===== src/verilog/idu_pkg.sv =====
package idu_pkg;

    localparam int XLEN         = 32;
    localparam int REG_ADDR_LEN = 5;

    // RV32I major opcodes
    localparam logic [6:0] OPC_LUI      = 7'b0110111;
    localparam logic [6:0] OPC_AUIPC    = 7'b0010111;
    localparam logic [6:0] OPC_JAL      = 7'b1101111;
    localparam logic [6:0] OPC_JALR     = 7'b1100111;
    localparam logic [6:0] OPC_BRANCH   = 7'b1100011;
    localparam logic [6:0] OPC_LOAD     = 7'b0000011;
    localparam logic [6:0] OPC_STORE    = 7'b0100011;
    localparam logic [6:0] OPC_OP_IMM   = 7'b0010011;
    localparam logic [6:0] OPC_OP       = 7'b0110011;
    localparam logic [6:0] OPC_MISC_MEM = 7'b0001111;
    localparam logic [6:0] OPC_SYSTEM   = 7'b1110011;

    typedef enum logic [3:0] {
        ALU_ADD, ALU_SUB, ALU_SLL, ALU_SLT, ALU_SLTU,
        ALU_XOR, ALU_SRL, ALU_SRA, ALU_OR, ALU_AND
    } alu_op_e;

    // Same values as the branch funct3
    typedef enum logic [2:0] {
        CMP_EQ  = 3'd0,
        CMP_NE  = 3'd1,
        CMP_LT  = 3'd4,
        CMP_GE  = 3'd5,
        CMP_LTU = 3'd6,
        CMP_GEU = 3'd7
    } cmp_op_e;

    typedef struct packed {
        logic [6:0] funct7;
        logic [4:0] rs2;
        logic [4:0] rs1;
        logic [2:0] funct3;
        logic [4:0] rd;
        logic [6:0] opcode;
    } r_fmt_t;

    typedef struct packed {
        logic [11:0] imm_11_0;
        logic [4:0]  rs1;
        logic [2:0]  funct3;
        logic [4:0]  rd;
        logic [6:0]  opcode;
    } i_fmt_t;

    typedef struct packed {
        logic [6:0] imm_11_5;
        logic [4:0] rs2;
        logic [4:0] rs1;
        logic [2:0] funct3;
        logic [4:0] imm_4_0;
        logic [6:0] opcode;
    } s_fmt_t;

    typedef struct packed {
        logic       imm_12;
        logic [5:0] imm_10_5;
        logic [4:0] rs2;
        logic [4:0] rs1;
        logic [2:0] funct3;
        logic [3:0] imm_4_1;
        logic       imm_11;
        logic [6:0] opcode;
    } b_fmt_t;

    typedef struct packed {
        logic [19:0] imm_31_12;
        logic [4:0]  rd;
        logic [6:0]  opcode;
    } u_fmt_t;

    typedef struct packed {
        logic       imm_20;
        logic [9:0] imm_10_1;
        logic       imm_11;
        logic [7:0] imm_19_12;
        logic [4:0] rd;
        logic [6:0] opcode;
    } j_fmt_t;

    typedef union packed {
        r_fmt_t r;
        i_fmt_t i;
        s_fmt_t s;
        b_fmt_t b;
        u_fmt_t u;
        j_fmt_t j;
    } inst_u;

    typedef struct packed {
        alu_op_e alu_op;
        logic    rs2_imm_sel;
        logic    pc_imm_sel;
        logic    rs1_zero_sel;
        logic    branch;
        cmp_op_e cmp_op;
        logic    jump;
        logic    jump_alu;
    } exe_ctrl_t;

    typedef struct packed {
        logic       mem_req;
        logic       mem_wr;
        logic [3:0] mem_byte;
        logic       mem_sign_ext;
    } mem_ctrl_t;

    typedef struct packed {
        logic rd_wr;
        logic mem_cal_sel;
    } wb_ctrl_t;

    typedef struct packed {
        logic                    wr;
        logic [REG_ADDR_LEN-1:0] addr;
        logic [XLEN-1:0]         wdata;
    } dbg_req_t;

endpackage


===== src/verilog/rfu.sv =====
module rfu
    import idu_pkg::*;
(
    input                           clk,
    input                           rst_n_i,
    input        [REG_ADDR_LEN-1:0] rs1_addr_i,
    input        [REG_ADDR_LEN-1:0] rs2_addr_i,
    output logic [XLEN-1:0]         rs1_data_o,
    output logic [XLEN-1:0]         rs2_data_o,
    input                           wen_i,
    input        [REG_ADDR_LEN-1:0] rd_addr_i,
    input        [XLEN-1:0]         rd_data_i,
    input                           dbg_en_i,
    input  dbg_req_t                dbg_cmd_i,
    output logic [XLEN-1:0]         dbg_rdata_o
);

    // x0 has no storage
    logic [XLEN-1:0] gpr [1:31];

    always_ff @(posedge clk) begin
        if (!rst_n_i) begin
            for (int i = 1; i < 32; i++) begin
                gpr[i] <= '0;
            end
        end else begin
            if (wen_i && rd_addr_i != '0) begin
                gpr[rd_addr_i] <= rd_data_i;
            end
            // Later assignment wins on the same register
            if (dbg_en_i && dbg_cmd_i.wr && dbg_cmd_i.addr != '0) begin
                gpr[dbg_cmd_i.addr] <= dbg_cmd_i.wdata;
            end
        end
    end

    assign rs1_data_o  = (rs1_addr_i == '0) ? '0 : gpr[rs1_addr_i];
    assign rs2_data_o  = (rs2_addr_i == '0) ? '0 : gpr[rs2_addr_i];
    assign dbg_rdata_o = (dbg_cmd_i.addr == '0) ? '0 : gpr[dbg_cmd_i.addr];

endmodule


===== src/verilog/dbg_gpr_port.sv =====
module dbg_gpr_port
    import idu_pkg::*;
(
    input                   clk,
    input                   rst_n_i,
    input                   halted_i,
    input                   req_i,
    input  dbg_req_t        cmd_i,
    output logic            dbg_en_o,
    output dbg_req_t        dbg_cmd_o,
    input        [XLEN-1:0] rf_rdata_i,
    output logic            ack_o,
    output logic [XLEN-1:0] rdata_o
);

    typedef enum logic [1:0] {
        ST_IDLE,
        ST_ACCESS,
        ST_ACK
    } state_e;

    state_e state_q;
    logic   start;

    // Only accepted while the core is halted
    assign start = (state_q == ST_IDLE) && req_i && halted_i;

    always_ff @(posedge clk) begin
        if (!rst_n_i) begin
            state_q <= ST_IDLE;
        end else begin
            case (state_q)
                ST_IDLE: begin
                    if (start) begin
                        state_q <= ST_ACCESS;
                    end
                end
                ST_ACCESS: state_q <= ST_ACK;
                default: begin
                    if (!req_i) begin
                        state_q <= ST_IDLE;
                    end
                end
            endcase
        end
    end

    always_ff @(posedge clk) begin
        if (start) begin
            dbg_cmd_o <= cmd_i;
        end
        if (state_q == ST_ACCESS) begin
            rdata_o <= rf_rdata_i;
        end
    end

    assign dbg_en_o = (state_q == ST_ACCESS);
    assign ack_o    = (state_q == ST_ACK);

endmodule


===== src/verilog/dec.sv =====
module dec
    import idu_pkg::*;
(
    input  inst_u                   inst_i,
    input                           inst_valid_i,
    output logic [REG_ADDR_LEN-1:0] rs1_addr_o,
    output logic [REG_ADDR_LEN-1:0] rs2_addr_o,
    output logic [REG_ADDR_LEN-1:0] rd_addr_o,
    output logic [XLEN-1:0]         imm_o,
    output exe_ctrl_t               exe_o,
    output mem_ctrl_t               mem_o,
    output wb_ctrl_t                wb_o,
    output logic                    ill_inst_o,
    output logic                    ecall_o,
    output logic                    ebreak_o,
    output logic                    fence_o
);

    logic [2:0] funct3;
    logic [6:0] funct7;
    logic       sys_base;
    logic       ill;

    function automatic alu_op_e alu_sel(input logic [2:0] f3, input logic alt);
        case (f3)
            3'd0:    alu_sel = alt ? ALU_SUB : ALU_ADD;
            3'd1:    alu_sel = ALU_SLL;
            3'd2:    alu_sel = ALU_SLT;
            3'd3:    alu_sel = ALU_SLTU;
            3'd4:    alu_sel = ALU_XOR;
            3'd5:    alu_sel = alt ? ALU_SRA : ALU_SRL;
            3'd6:    alu_sel = ALU_OR;
            default: alu_sel = ALU_AND;
        endcase
    endfunction

    // Word-aligned enables that the memory stage shifts
    function automatic logic [3:0] byte_en(input logic [1:0] size);
        case (size)
            2'b00:   byte_en = 4'b0001;
            2'b01:   byte_en = 4'b0011;
            default: byte_en = 4'b1111;
        endcase
    endfunction

    assign funct3     = inst_i.r.funct3;
    assign funct7     = inst_i.r.funct7;
    assign rs1_addr_o = inst_i.r.rs1;
    assign rs2_addr_o = inst_i.r.rs2;
    assign rd_addr_o  = inst_i.r.rd;
    assign sys_base   = (funct3 == 3'd0) && (inst_i.i.rs1 == '0) && (inst_i.i.rd == '0);

    always_comb begin
        case (inst_i.r.opcode)
            OPC_JALR, OPC_LOAD, OPC_OP_IMM, OPC_MISC_MEM, OPC_SYSTEM:
                imm_o = {{20{inst_i.i.imm_11_0[11]}}, inst_i.i.imm_11_0};
            OPC_STORE:
                imm_o = {{20{inst_i.s.imm_11_5[6]}}, inst_i.s.imm_11_5, inst_i.s.imm_4_0};
            OPC_BRANCH:
                imm_o = {{19{inst_i.b.imm_12}}, inst_i.b.imm_12, inst_i.b.imm_11,
                         inst_i.b.imm_10_5, inst_i.b.imm_4_1, 1'b0};
            OPC_LUI, OPC_AUIPC:
                imm_o = {inst_i.u.imm_31_12, 12'h000};
            OPC_JAL:
                imm_o = {{11{inst_i.j.imm_20}}, inst_i.j.imm_20, inst_i.j.imm_19_12,
                         inst_i.j.imm_11, inst_i.j.imm_10_1, 1'b0};
            default:
                imm_o = '0;
        endcase
    end

    always_comb begin
        exe_o        = '0;
        exe_o.alu_op = ALU_ADD;
        exe_o.cmp_op = CMP_EQ;
        mem_o        = '0;
        wb_o         = '0;
        ill          = 1'b0;
        ecall_o      = 1'b0;
        ebreak_o     = 1'b0;
        fence_o      = 1'b0;
        case (inst_i.r.opcode)
            OPC_LUI: begin
                exe_o.rs1_zero_sel = 1'b1;
                exe_o.rs2_imm_sel  = 1'b1;
                wb_o.rd_wr         = 1'b1;
            end
            OPC_AUIPC, OPC_JAL: begin
                exe_o.pc_imm_sel  = 1'b1;
                exe_o.rs2_imm_sel = 1'b1;
                exe_o.jump        = (inst_i.r.opcode == OPC_JAL);
                wb_o.rd_wr        = 1'b1;
            end
            OPC_JALR: begin
                exe_o.rs2_imm_sel = 1'b1;
                exe_o.jump        = 1'b1;
                exe_o.jump_alu    = 1'b1;
                wb_o.rd_wr        = 1'b1;
                ill               = (funct3 != 3'd0);
            end
            OPC_BRANCH: begin
                // Target is pc plus offset
                exe_o.pc_imm_sel  = 1'b1;
                exe_o.rs2_imm_sel = 1'b1;
                exe_o.branch      = 1'b1;
                case (funct3)
                    3'd0:    exe_o.cmp_op = CMP_EQ;
                    3'd1:    exe_o.cmp_op = CMP_NE;
                    3'd4:    exe_o.cmp_op = CMP_LT;
                    3'd5:    exe_o.cmp_op = CMP_GE;
                    3'd6:    exe_o.cmp_op = CMP_LTU;
                    3'd7:    exe_o.cmp_op = CMP_GEU;
                    default: ill = 1'b1;
                endcase
            end
            OPC_LOAD: begin
                exe_o.rs2_imm_sel  = 1'b1;
                mem_o.mem_req      = 1'b1;
                mem_o.mem_byte     = byte_en(funct3[1:0]);
                mem_o.mem_sign_ext = !funct3[2];
                wb_o.rd_wr         = 1'b1;
                wb_o.mem_cal_sel   = 1'b1;
                ill                = (funct3 == 3'd3) || (funct3[2:1] == 2'b11);
            end
            OPC_STORE: begin
                exe_o.rs2_imm_sel = 1'b1;
                mem_o.mem_req     = 1'b1;
                mem_o.mem_wr      = 1'b1;
                mem_o.mem_byte    = byte_en(funct3[1:0]);
                ill               = (funct3 > 3'd2);
            end
            OPC_OP_IMM: begin
                // Bit 30 selects SRAI only, elsewhere it is immediate
                exe_o.alu_op      = alu_sel(funct3, (funct3 == 3'd5) && funct7[5]);
                exe_o.rs2_imm_sel = 1'b1;
                wb_o.rd_wr        = 1'b1;
                ill = ((funct3 == 3'd1) && (funct7 != 7'b0000000)) ||
                      ((funct3 == 3'd5) && (funct7 != 7'b0000000) && (funct7 != 7'b0100000));
            end
            OPC_OP: begin
                exe_o.alu_op = alu_sel(funct3, funct7[5]);
                wb_o.rd_wr   = 1'b1;
                ill = (funct7 != 7'b0000000) &&
                      !((funct7 == 7'b0100000) && ((funct3 == 3'd0) || (funct3 == 3'd5)));
            end
            OPC_MISC_MEM: begin
                fence_o = (funct3 == 3'd0);
                ill     = (funct3 != 3'd0);
            end
            OPC_SYSTEM: begin
                ecall_o  = sys_base && (inst_i.i.imm_11_0 == 12'h000);
                ebreak_o = sys_base && (inst_i.i.imm_11_0 == 12'h001);
                ill      = !(ecall_o || ebreak_o);
            end
            default: ill = 1'b1;
        endcase

        // Nothing issues from a bubble or a bad encoding
        if (ill || !inst_valid_i) begin
            exe_o.branch  = 1'b0;
            exe_o.jump    = 1'b0;
            mem_o.mem_req = 1'b0;
            mem_o.mem_wr  = 1'b0;
            wb_o.rd_wr    = 1'b0;
            ecall_o       = 1'b0;
            ebreak_o      = 1'b0;
            fence_o       = 1'b0;
        end
        ill_inst_o = ill && inst_valid_i;
    end

endmodule


===== src/verilog/idu.sv =====
module idu
    import idu_pkg::*;
(
    input                           clk,
    input                           rst_n_i,
    input  inst_u                   inst_i,
    input                           inst_valid_i,
    input        [XLEN-1:0]         pc_i,
    output logic [XLEN-1:0]         pc_o,
    input                           rd_wr_i,
    input        [REG_ADDR_LEN-1:0] rd_addr_i,
    input        [XLEN-1:0]         rd_data_i,
    output logic [REG_ADDR_LEN-1:0] rs1_addr_o,
    output logic [REG_ADDR_LEN-1:0] rs2_addr_o,
    output logic [REG_ADDR_LEN-1:0] rd_addr_o,
    output logic [XLEN-1:0]         rs1_data_o,
    output logic [XLEN-1:0]         rs2_data_o,
    output logic [XLEN-1:0]         imm_o,
    output exe_ctrl_t               exe_o,
    output mem_ctrl_t               mem_o,
    output wb_ctrl_t                wb_o,
    output logic                    ill_inst_o,
    output logic                    ecall_o,
    output logic                    ebreak_o,
    output logic                    fence_o,
    input                           halted_i,
    input                           dbg_req_i,
    input  dbg_req_t                dbg_cmd_i,
    output logic                    dbg_ack_o,
    output logic [XLEN-1:0]         dbg_rdata_o
);

    logic            dbg_en;
    dbg_req_t        dbg_cmd;
    logic [XLEN-1:0] dbg_rf_rdata;

    // Not used in decode, forwarded to execute
    assign pc_o = pc_i;

    rfu u_rfu (
        .clk         ( clk          ),
        .rst_n_i     ( rst_n_i      ),
        .rs1_addr_i  ( rs1_addr_o   ),
        .rs2_addr_i  ( rs2_addr_o   ),
        .rs1_data_o  ( rs1_data_o   ),
        .rs2_data_o  ( rs2_data_o   ),
        .wen_i       ( rd_wr_i      ),
        .rd_addr_i   ( rd_addr_i    ),
        .rd_data_i   ( rd_data_i    ),
        .dbg_en_i    ( dbg_en       ),
        .dbg_cmd_i   ( dbg_cmd      ),
        .dbg_rdata_o ( dbg_rf_rdata )
    );

    dbg_gpr_port u_dbg (
        .clk        ( clk          ),
        .rst_n_i    ( rst_n_i      ),
        .halted_i   ( halted_i     ),
        .req_i      ( dbg_req_i    ),
        .cmd_i      ( dbg_cmd_i    ),
        .dbg_en_o   ( dbg_en       ),
        .dbg_cmd_o  ( dbg_cmd      ),
        .rf_rdata_i ( dbg_rf_rdata ),
        .ack_o      ( dbg_ack_o    ),
        .rdata_o    ( dbg_rdata_o  )
    );

    dec u_dec (
        .inst_i       ( inst_i       ),
        .inst_valid_i ( inst_valid_i ),
        .rs1_addr_o   ( rs1_addr_o   ),
        .rs2_addr_o   ( rs2_addr_o   ),
        .rd_addr_o    ( rd_addr_o    ),
        .imm_o        ( imm_o        ),
        .exe_o        ( exe_o        ),
        .mem_o        ( mem_o        ),
        .wb_o         ( wb_o         ),
        .ill_inst_o   ( ill_inst_o   ),
        .ecall_o      ( ecall_o      ),
        .ebreak_o     ( ebreak_o     ),
        .fence_o      ( fence_o      )
    );

endmodule


===== config.mk =====
export PLATFORM = sky130hd
export DESIGN_NAME = idu
export DESIGN_NICKNAME = d
export VERILOG_FILES = /design/src/verilog/idu_pkg.sv /design/src/verilog/rfu.sv /design/src/verilog/dbg_gpr_port.sv /design/src/verilog/dec.sv /design/src/verilog/idu.sv
export SDC_FILE = /design/constraint.sdc
export NUM_CORES = 2
export LEC_CHECK = 0
export BUFFER_PORTS_ARGS = -buffer_cell sky130_fd_sc_hd__buf_2
export CAP_MARGIN = 20
export CORE_MARGIN = 5
export CORE_UTILIZATION = 55
export DETAILED_ROUTE_END_ITERATION = 8
export PLACE_DENSITY = 0.78
export RECOVER_POWER = 100
export SETUP_SLACK_MARGIN = 0.3
export SLEW_MARGIN = 30
export SYNTH_ARGS = -nofsm -noshare
export SYNTH_HDL_FRONTEND = slang
export SYNTH_SLANG_ARGS = --single-unit

===== constraint.sdc =====
create_clock -name clk -period 5.45 [get_ports clk]
set_clock_uncertainty 0.05 [all_clocks]
set_input_delay 0.8175 -clock clk [delete_from_list [all_inputs] [get_ports clk]]
set_output_delay 0.8175 -clock clk [all_outputs]
set_load 0.02 [all_outputs]

**Word-level counts from Yosys, hierarchy flattened**

Memory sizes are Yosys's and may differ from the RTL's. A register that Yosys moved wholly into a read port is not among the register bits.
Index checks and enable logic that the tools add are counted.

- Magnitude comparators: 1
- Equality and inequality tests: 27
- Multiplexer cells: 52
- Reduce and logical (&&, ||, !) cells: 50

Operators with widths:

| cell | count |
|---|---|
| $pmux 32 s5 | 1 |
| $mux 32 | 4 |
| $reduce_or 32->1 | 2 |
| $pmux 4 s7 | 2 |
| $mux 1 | 32 |
| $eq 7x6->1 const B | 4 |
| $eq 7x7->1 const B | 4 |
| $logic_not 5->1 | 4 |
| $logic_and 1x1->1 | 16 |
| $pmux 4 s2 | 2 |
| $pmux 3 s5 | 1 |
| $eq 7x5->1 const B | 2 |
| $eq 12x1->1 const B | 1 |
| $eq 3x3->1 const B | 4 |
| $logic_not 12->1 | 1 |
| $mux 5 | 2 |
| $reduce_bool 5->1 | 2 |
| $mux 4 | 2 |
| $pmux 1 s8 | 1 |
| $reduce_or 2->1 | 4 |
| $reduce_or 8->1 | 1 |
| $eq 7x2->1 const B | 1 |
| $eq 7x4->1 const B | 1 |
| $ne 7x6->1 const B | 1 |
| 21 further kinds | 35 |

- Register bits after elaboration: 40
- RAM bits: 992
- Output and inout port bits: 202
- Word-level logic and storage cells: 135
- Memories kept: 1

Memories:

| memory | words | bits a word | rd ports | clocked after Yosys merged registers in | wr ports | line | source |
|---|---|---|---|---|---|---|---|
| u_rfu.gpr | 31 | 32 | 3 | 1 | 31 | rfu.sv:19 | `logic [XLEN-1:0] gpr [1:31];` |

**Longest topological paths before layout**

- Word-level depth: 9
- Depth in mapped cells: 9
- Gate-level depth less buffers: 5

**Modules after synthesis**

From an unflattened synthesis, not the netlist that was laid out.

- Cells, all modules: 4748
- Area total of the unflattened synthesis: 69591.7 um^2

Modules (own cells, without submodules):

| module | instances | cells an instance | area an instance (um^2) |
|---|---|---|---|
| rfu | 1 | 4442 | 66013.3 |
| dbg_gpr_port | 1 | 81 | 2203.4 |
| dec | 1 | 193 | 1134.8 |
| idu | 1 | 32 | 240.2 |

**Worst setup path before layout**

No wires, ideal clock.

- Path type: input port to flip-flop
- Start: in dbg_req_i
- End: reg u_dbg.dbg_cmd_o[0] (netlist name), enable pin
- Library setup time: 530 ps
- Arrival time: 4522 ps
- Data required time: 4870 ps
- Path slack: 348 ps
- Stages: 1
- Cells stage by stage: nor4bb_1

- Cells in the longest elaborated chain, start to end: 2

RTL lines:

| item | line | source |
|---|---|---|
| start: declaration | idu.sv:27 | `input dbg_req_i,` |
| $logic_and 1x1->1 (2 in a row) | dbg_gpr_port.sv:26 | `assign start = (state_q == ST_IDLE) && req_i && halted_i;` |
| end signal: assignment | dbg_gpr_port.sv:50 | `dbg_cmd_o <= cmd_i;` |
| end: declaration | dbg_gpr_port.sv:10 | `output dbg_req_t dbg_cmd_o,` |

No other way between the ends.
A chain may end at the register's enable or synchronous reset.

**Worst setup path after layout**

- Start: in inst_i[18] (netlist name)
- End: out rs1_data_o[29]

- Cells in the longest elaborated chain, start to end: 2
- Elaborated cells between the ends (all ways): 3

RTL lines:

| item | line | source |
|---|---|---|
| start: declaration | idu.sv:6 | `input inst_u inst_i,` |
| $mem_v2 31x32 or $logic_not 5->1 (tied branches) | n/a |  |
| $mux 32 (*) | rfu.sv:37 | `assign rs1_data_o = (rs1_addr_i == '0) ? '0 : gpr[rs1_addr_i];` |
| end: declaration | idu.sv:16 | `output logic [XLEN-1:0] rs1_data_o,` |

Every way passes the cells marked *; elsewhere a longest branch is shown, timed or not.

==> impl_metrics.yaml <==
logic_synthesis:
  synth_ff_type: "edfxtp_1"
  synthAdderAreaFrac_pct: 0
  ys_ff_latch: 1096
  synth_commonest_cells: "edfxtp_1 (1,094), nand2_1 (942), mux4_2 (800), a22o_1 (581), clkbuf_1 (484)"
  muxShareOfSynthArea_pct: 26.85
  yosys.cell_count.top_type: "edfxtp_1"
  yosys.area_share.simple_pct: 6.798
  syn_inst: 5420
  synth_cell_types: 59
  synth_top_family_by_area: "multiplexers"
  synth_area_leaders: "edfxtp_1 (46%), mux4_2 (25%), a22o_1 (7.2%), nand2_1 (5.0%), clkbuf_1 (2.6%)"
  synth.cell_area_sq_um: 70680
  synth_async_sr_flop_share_pct: 0
  synth_edf_count: 1094
  syn_area_per_cell_sq_um: 13.04
  synth_compound_area_share_pct: 14.62
  ys_seq_area_share_pct: 46.54
  synth_xor_area_share_pct: 0
  synth_warnings: 0
  synth_top_area_share_pct: 46.48
  yosys.area.top_type: "edfxtp_1"
flow_run:
  maxCapViolations: 89
floorplan:
  die_area_sq_um: 135800
  die_y_microns: 368.5
  dieWidth_microns: 368.5
  io_pins: 347
  rows: 131
  core_sq_um: 127700
  start_util_pct: 55.35
critical_path:
  r2r_start: "u_dbg.dbg_cmd_o[32]$_DFFE_PP_"
  slowest_stage: "and2_2"
  critPathRequiredTime_ns: 4.58
  rr_endpoint: "u_rfu.gpr[14][16]$_DFFE_PP_"
  slowest_delay_ns: 1.16
  arrival_ns: 4.42
  crit_chain: "buf_2 > clkbuf_1 > and2_2 > clkbuf_1 > a22oi_1 > a31oi_1 > buf_2"
  reg2reg_slack_ns: 0.52
  cp_max_fo: 24
  worst_setup_path_start_kind: "input port"
  critPathKind: "input port to primary output"
  endpoint_kind: "primary output"
  worstRegToRegCells: 8
placed_design:
  gp_congestion: 1.002
  place_hpwl_microns: 171600
  place.port_buffers: 282
  placed_cell_area_sq_um: 73560
clock_network:
  cts.sink_count: 1096
  clkTransAtPathRegs_ns: 0.06
  post_cts_buffers: 0
  ctsResizeCount: 0
  cts_hold_buf: 0
  cts_tree: "yes"
  ctsHtreeMaxLevel: 3
  numCtsBuffers: 117
  cts-root-buf: "clkbuf_16"
  cts_buffer_depth: 3
  insertion_delay_ns: 0.78
final_layout:
  layout.nets: 5413
  n_fill_cell: 9310
  area_growth_pct: 8.961
  regArea_sq_um: 32890
  drive_gt1_share_pct: 25.24
  multi_input_area_sq_um: 34520
  design_area_sq_um: 77010
power_and_ir_drop:
  clkPwrFrac_pct: 39.8
  power_density_nw_per_um2: 282.4
  irDropWorstVdd_mv: 0.2785
  power.leakage_nw: 25.66
  total_power_mw: 21.75
  p_comb_share_pct: 14.3
  switching_share_pct: 26.84
  switching_power_mw: 5.837
  seqPwrFrac_pct: 45.9
  intPower_mw: 15.91
detailed_routing:
  initialDrtViolationCount: 12450
  final_antenna_net_count: 0
  wl_per_cell_microns: 41.78
  first_pass_iters: 9
  drt-total-wl_microns: 294400
  num_vias: 59070
  drc: 0
  via_per_inst: 8.383
global_route:
  grt_pass1_vias: 57180
  grt_use_total_pct: 42.36
  antenna_found_initial: 11
  globalRoute.totalOverflow: 0
  grt_first_pass_wirelength_microns: 409800
  grt_max_degree: 109
sta:
  fin_hold_ws_ns: 0.1552
  tightest_slew_ns: 3.098
  setup_viol: 0
  slew_headroom_pct: -106.5
  hold_viol_final: 0
  period_needed_ns: 5.288
  min_period_over_period_pct: 97.03
  finalSetupTns_ns: 0
  grt_setup_unrepaired: "no"
  slew_viol_final: 2894
  fmax_mhz: 189.1
status:
  violations: "capacitance limit, slew limit"
  status: "finished with violations"
min_path:
  hold_path.startpoint: "dbg_cmd_i[36]"
  whs_endpoint: "u_dbg.dbg_cmd_o[36]$_DFFE_PP_"
  worstHoldPathCells: 1
  min_path_type: "input port to flop"
==> critical path: cells and delay by family <==
kind | cells | cell delay (ns)
and+or+nand+nor | 1 | 1.16
AOI/OAI and AO/OA | 2 | 0.56
buffers and inverters | 4 | 1.84
==> per-layer routing <==
layer  vias up  global-route usage [%]  part of all wire (%)
li1      21430                       -                     -
met1     28050                   49.48                    29
met2      7473                   58.46                    41
met3      2099                   22.84                    20
met4        12                   32.38                    10
met5         -                  0.6410                 0.067
==> layout make-up <==
type,count,area share [%]
repair buffers,518,4.426
multi-input cells,3534,44.83
clock inverters,71,1.246
clock buffers,149,4.039
flip-flops and latches,1096,42.71
well taps,1662,2.700
inverters,1,0.004874
diodes,15,0.04874
==> per-stage QoR <==
stage | utilization [%] | instances | worst slack, ns
after floorplan | - | 5451 | 0.3480
after global placement | 57.15 | 6762 | 0.9881
after detailed placement | 57.61 | 6796 | 0.9462
after CTS | 60.80 | 7016 | 0.9417
after global routing | 60.29 | 7033 | 0.3757
final | 60.32 | 7046 | 0.1618
==> sequential cells by signal, indices dropped and copies added, names as in the netlist <==
signal / flops
u_dbg.state_q: 2
u_rfu.gpr: 1024
u_dbg.dbg_cmd_o: 38
u_dbg.rdata_o: 32
==> how the worst max path moves through the flow <==
stage | startpoint | endpoint | slack (ns) | depth (start not counted)
floorplan | dbg_req_i | u_dbg.dbg_cmd_o[0]$_DFFE_PP_ | 0.35 | 1
global placement | inst_i[19] | rs1_data_o[20] | 0.99 | 7
detailed placement | inst_i[19] | rs1_data_o[21] | 0.95 | 7
CTS | inst_i[19] | rs1_data_o[21] | 0.94 | 7
global route | inst_i[18] | rs1_data_o[31] | 0.38 | 7
finish | inst_i[18] | rs1_data_o[29] | 0.16 | 7
==> cell families after synthesis <==
| logic type | after synthesis |
|---|---|
| other | 1 |
| AND/OR/NAND/NOR | 1161 |
| AO/OA/AOI/OAI | 1445 |
| buffers and inverters | 821 |
| flip-flops | 1096 |
| multiplexers | 896 |
==> power groups by stage <==
stage	clock network, mW	logic [mW]	registers, mW
after global routing	8.95	3.13	10.0
after floorplan	0	2.00	9.99
final	8.65	3.11	9.98
after global placement	0	2.87	10.1
after detailed placement	0	2.97	10.1
after CTS	8.57	2.99	9.96
==> cells in the final DEF, fill, tap and decap left out, drive strengths merged, types with 4 or more instances in the layout <==
| cell | Yosys | routed |
|---|---|---|
| a211o | 32 | 32 |
| a21o | 52 | 52 |
| a21oi | 11 | 11 |
| a221oi | 32 | 32 |
| a22o | 581 | 581 |
| a22oi | 128 | 128 |
| a31oi | 65 | 65 |
| and2 | 29 | 29 |
| and3 | 4 | 4 |
| buf | 336 | 251 |
| bufinv | 0 | 21 |
| clkbuf | 484 | 415 |
| clkinv | 0 | 42 |
| clkinvlp | 0 | 5 |
| conb | 1 | 32 |
| diode | 0 | 15 |
| edfxtp | 1094 | 1094 |
| inv | 1 | 4 |
| mux2i | 96 | 96 |
| mux4 | 800 | 800 |
| nand2 | 942 | 942 |
| nand2b | 5 | 5 |
| nand3 | 8 | 8 |
| nand3b | 21 | 21 |
| nor2 | 76 | 76 |
| nor2b | 17 | 17 |
| nor3 | 17 | 17 |
| nor3b | 5 | 5 |
| nor4 | 8 | 8 |
| o21a | 4 | 4 |
| o21ai | 457 | 457 |
| o22ai | 66 | 66 |
| or2 | 4 | 4 |
| or3b | 17 | 17 |
Power figures use the tool's default switching activity.
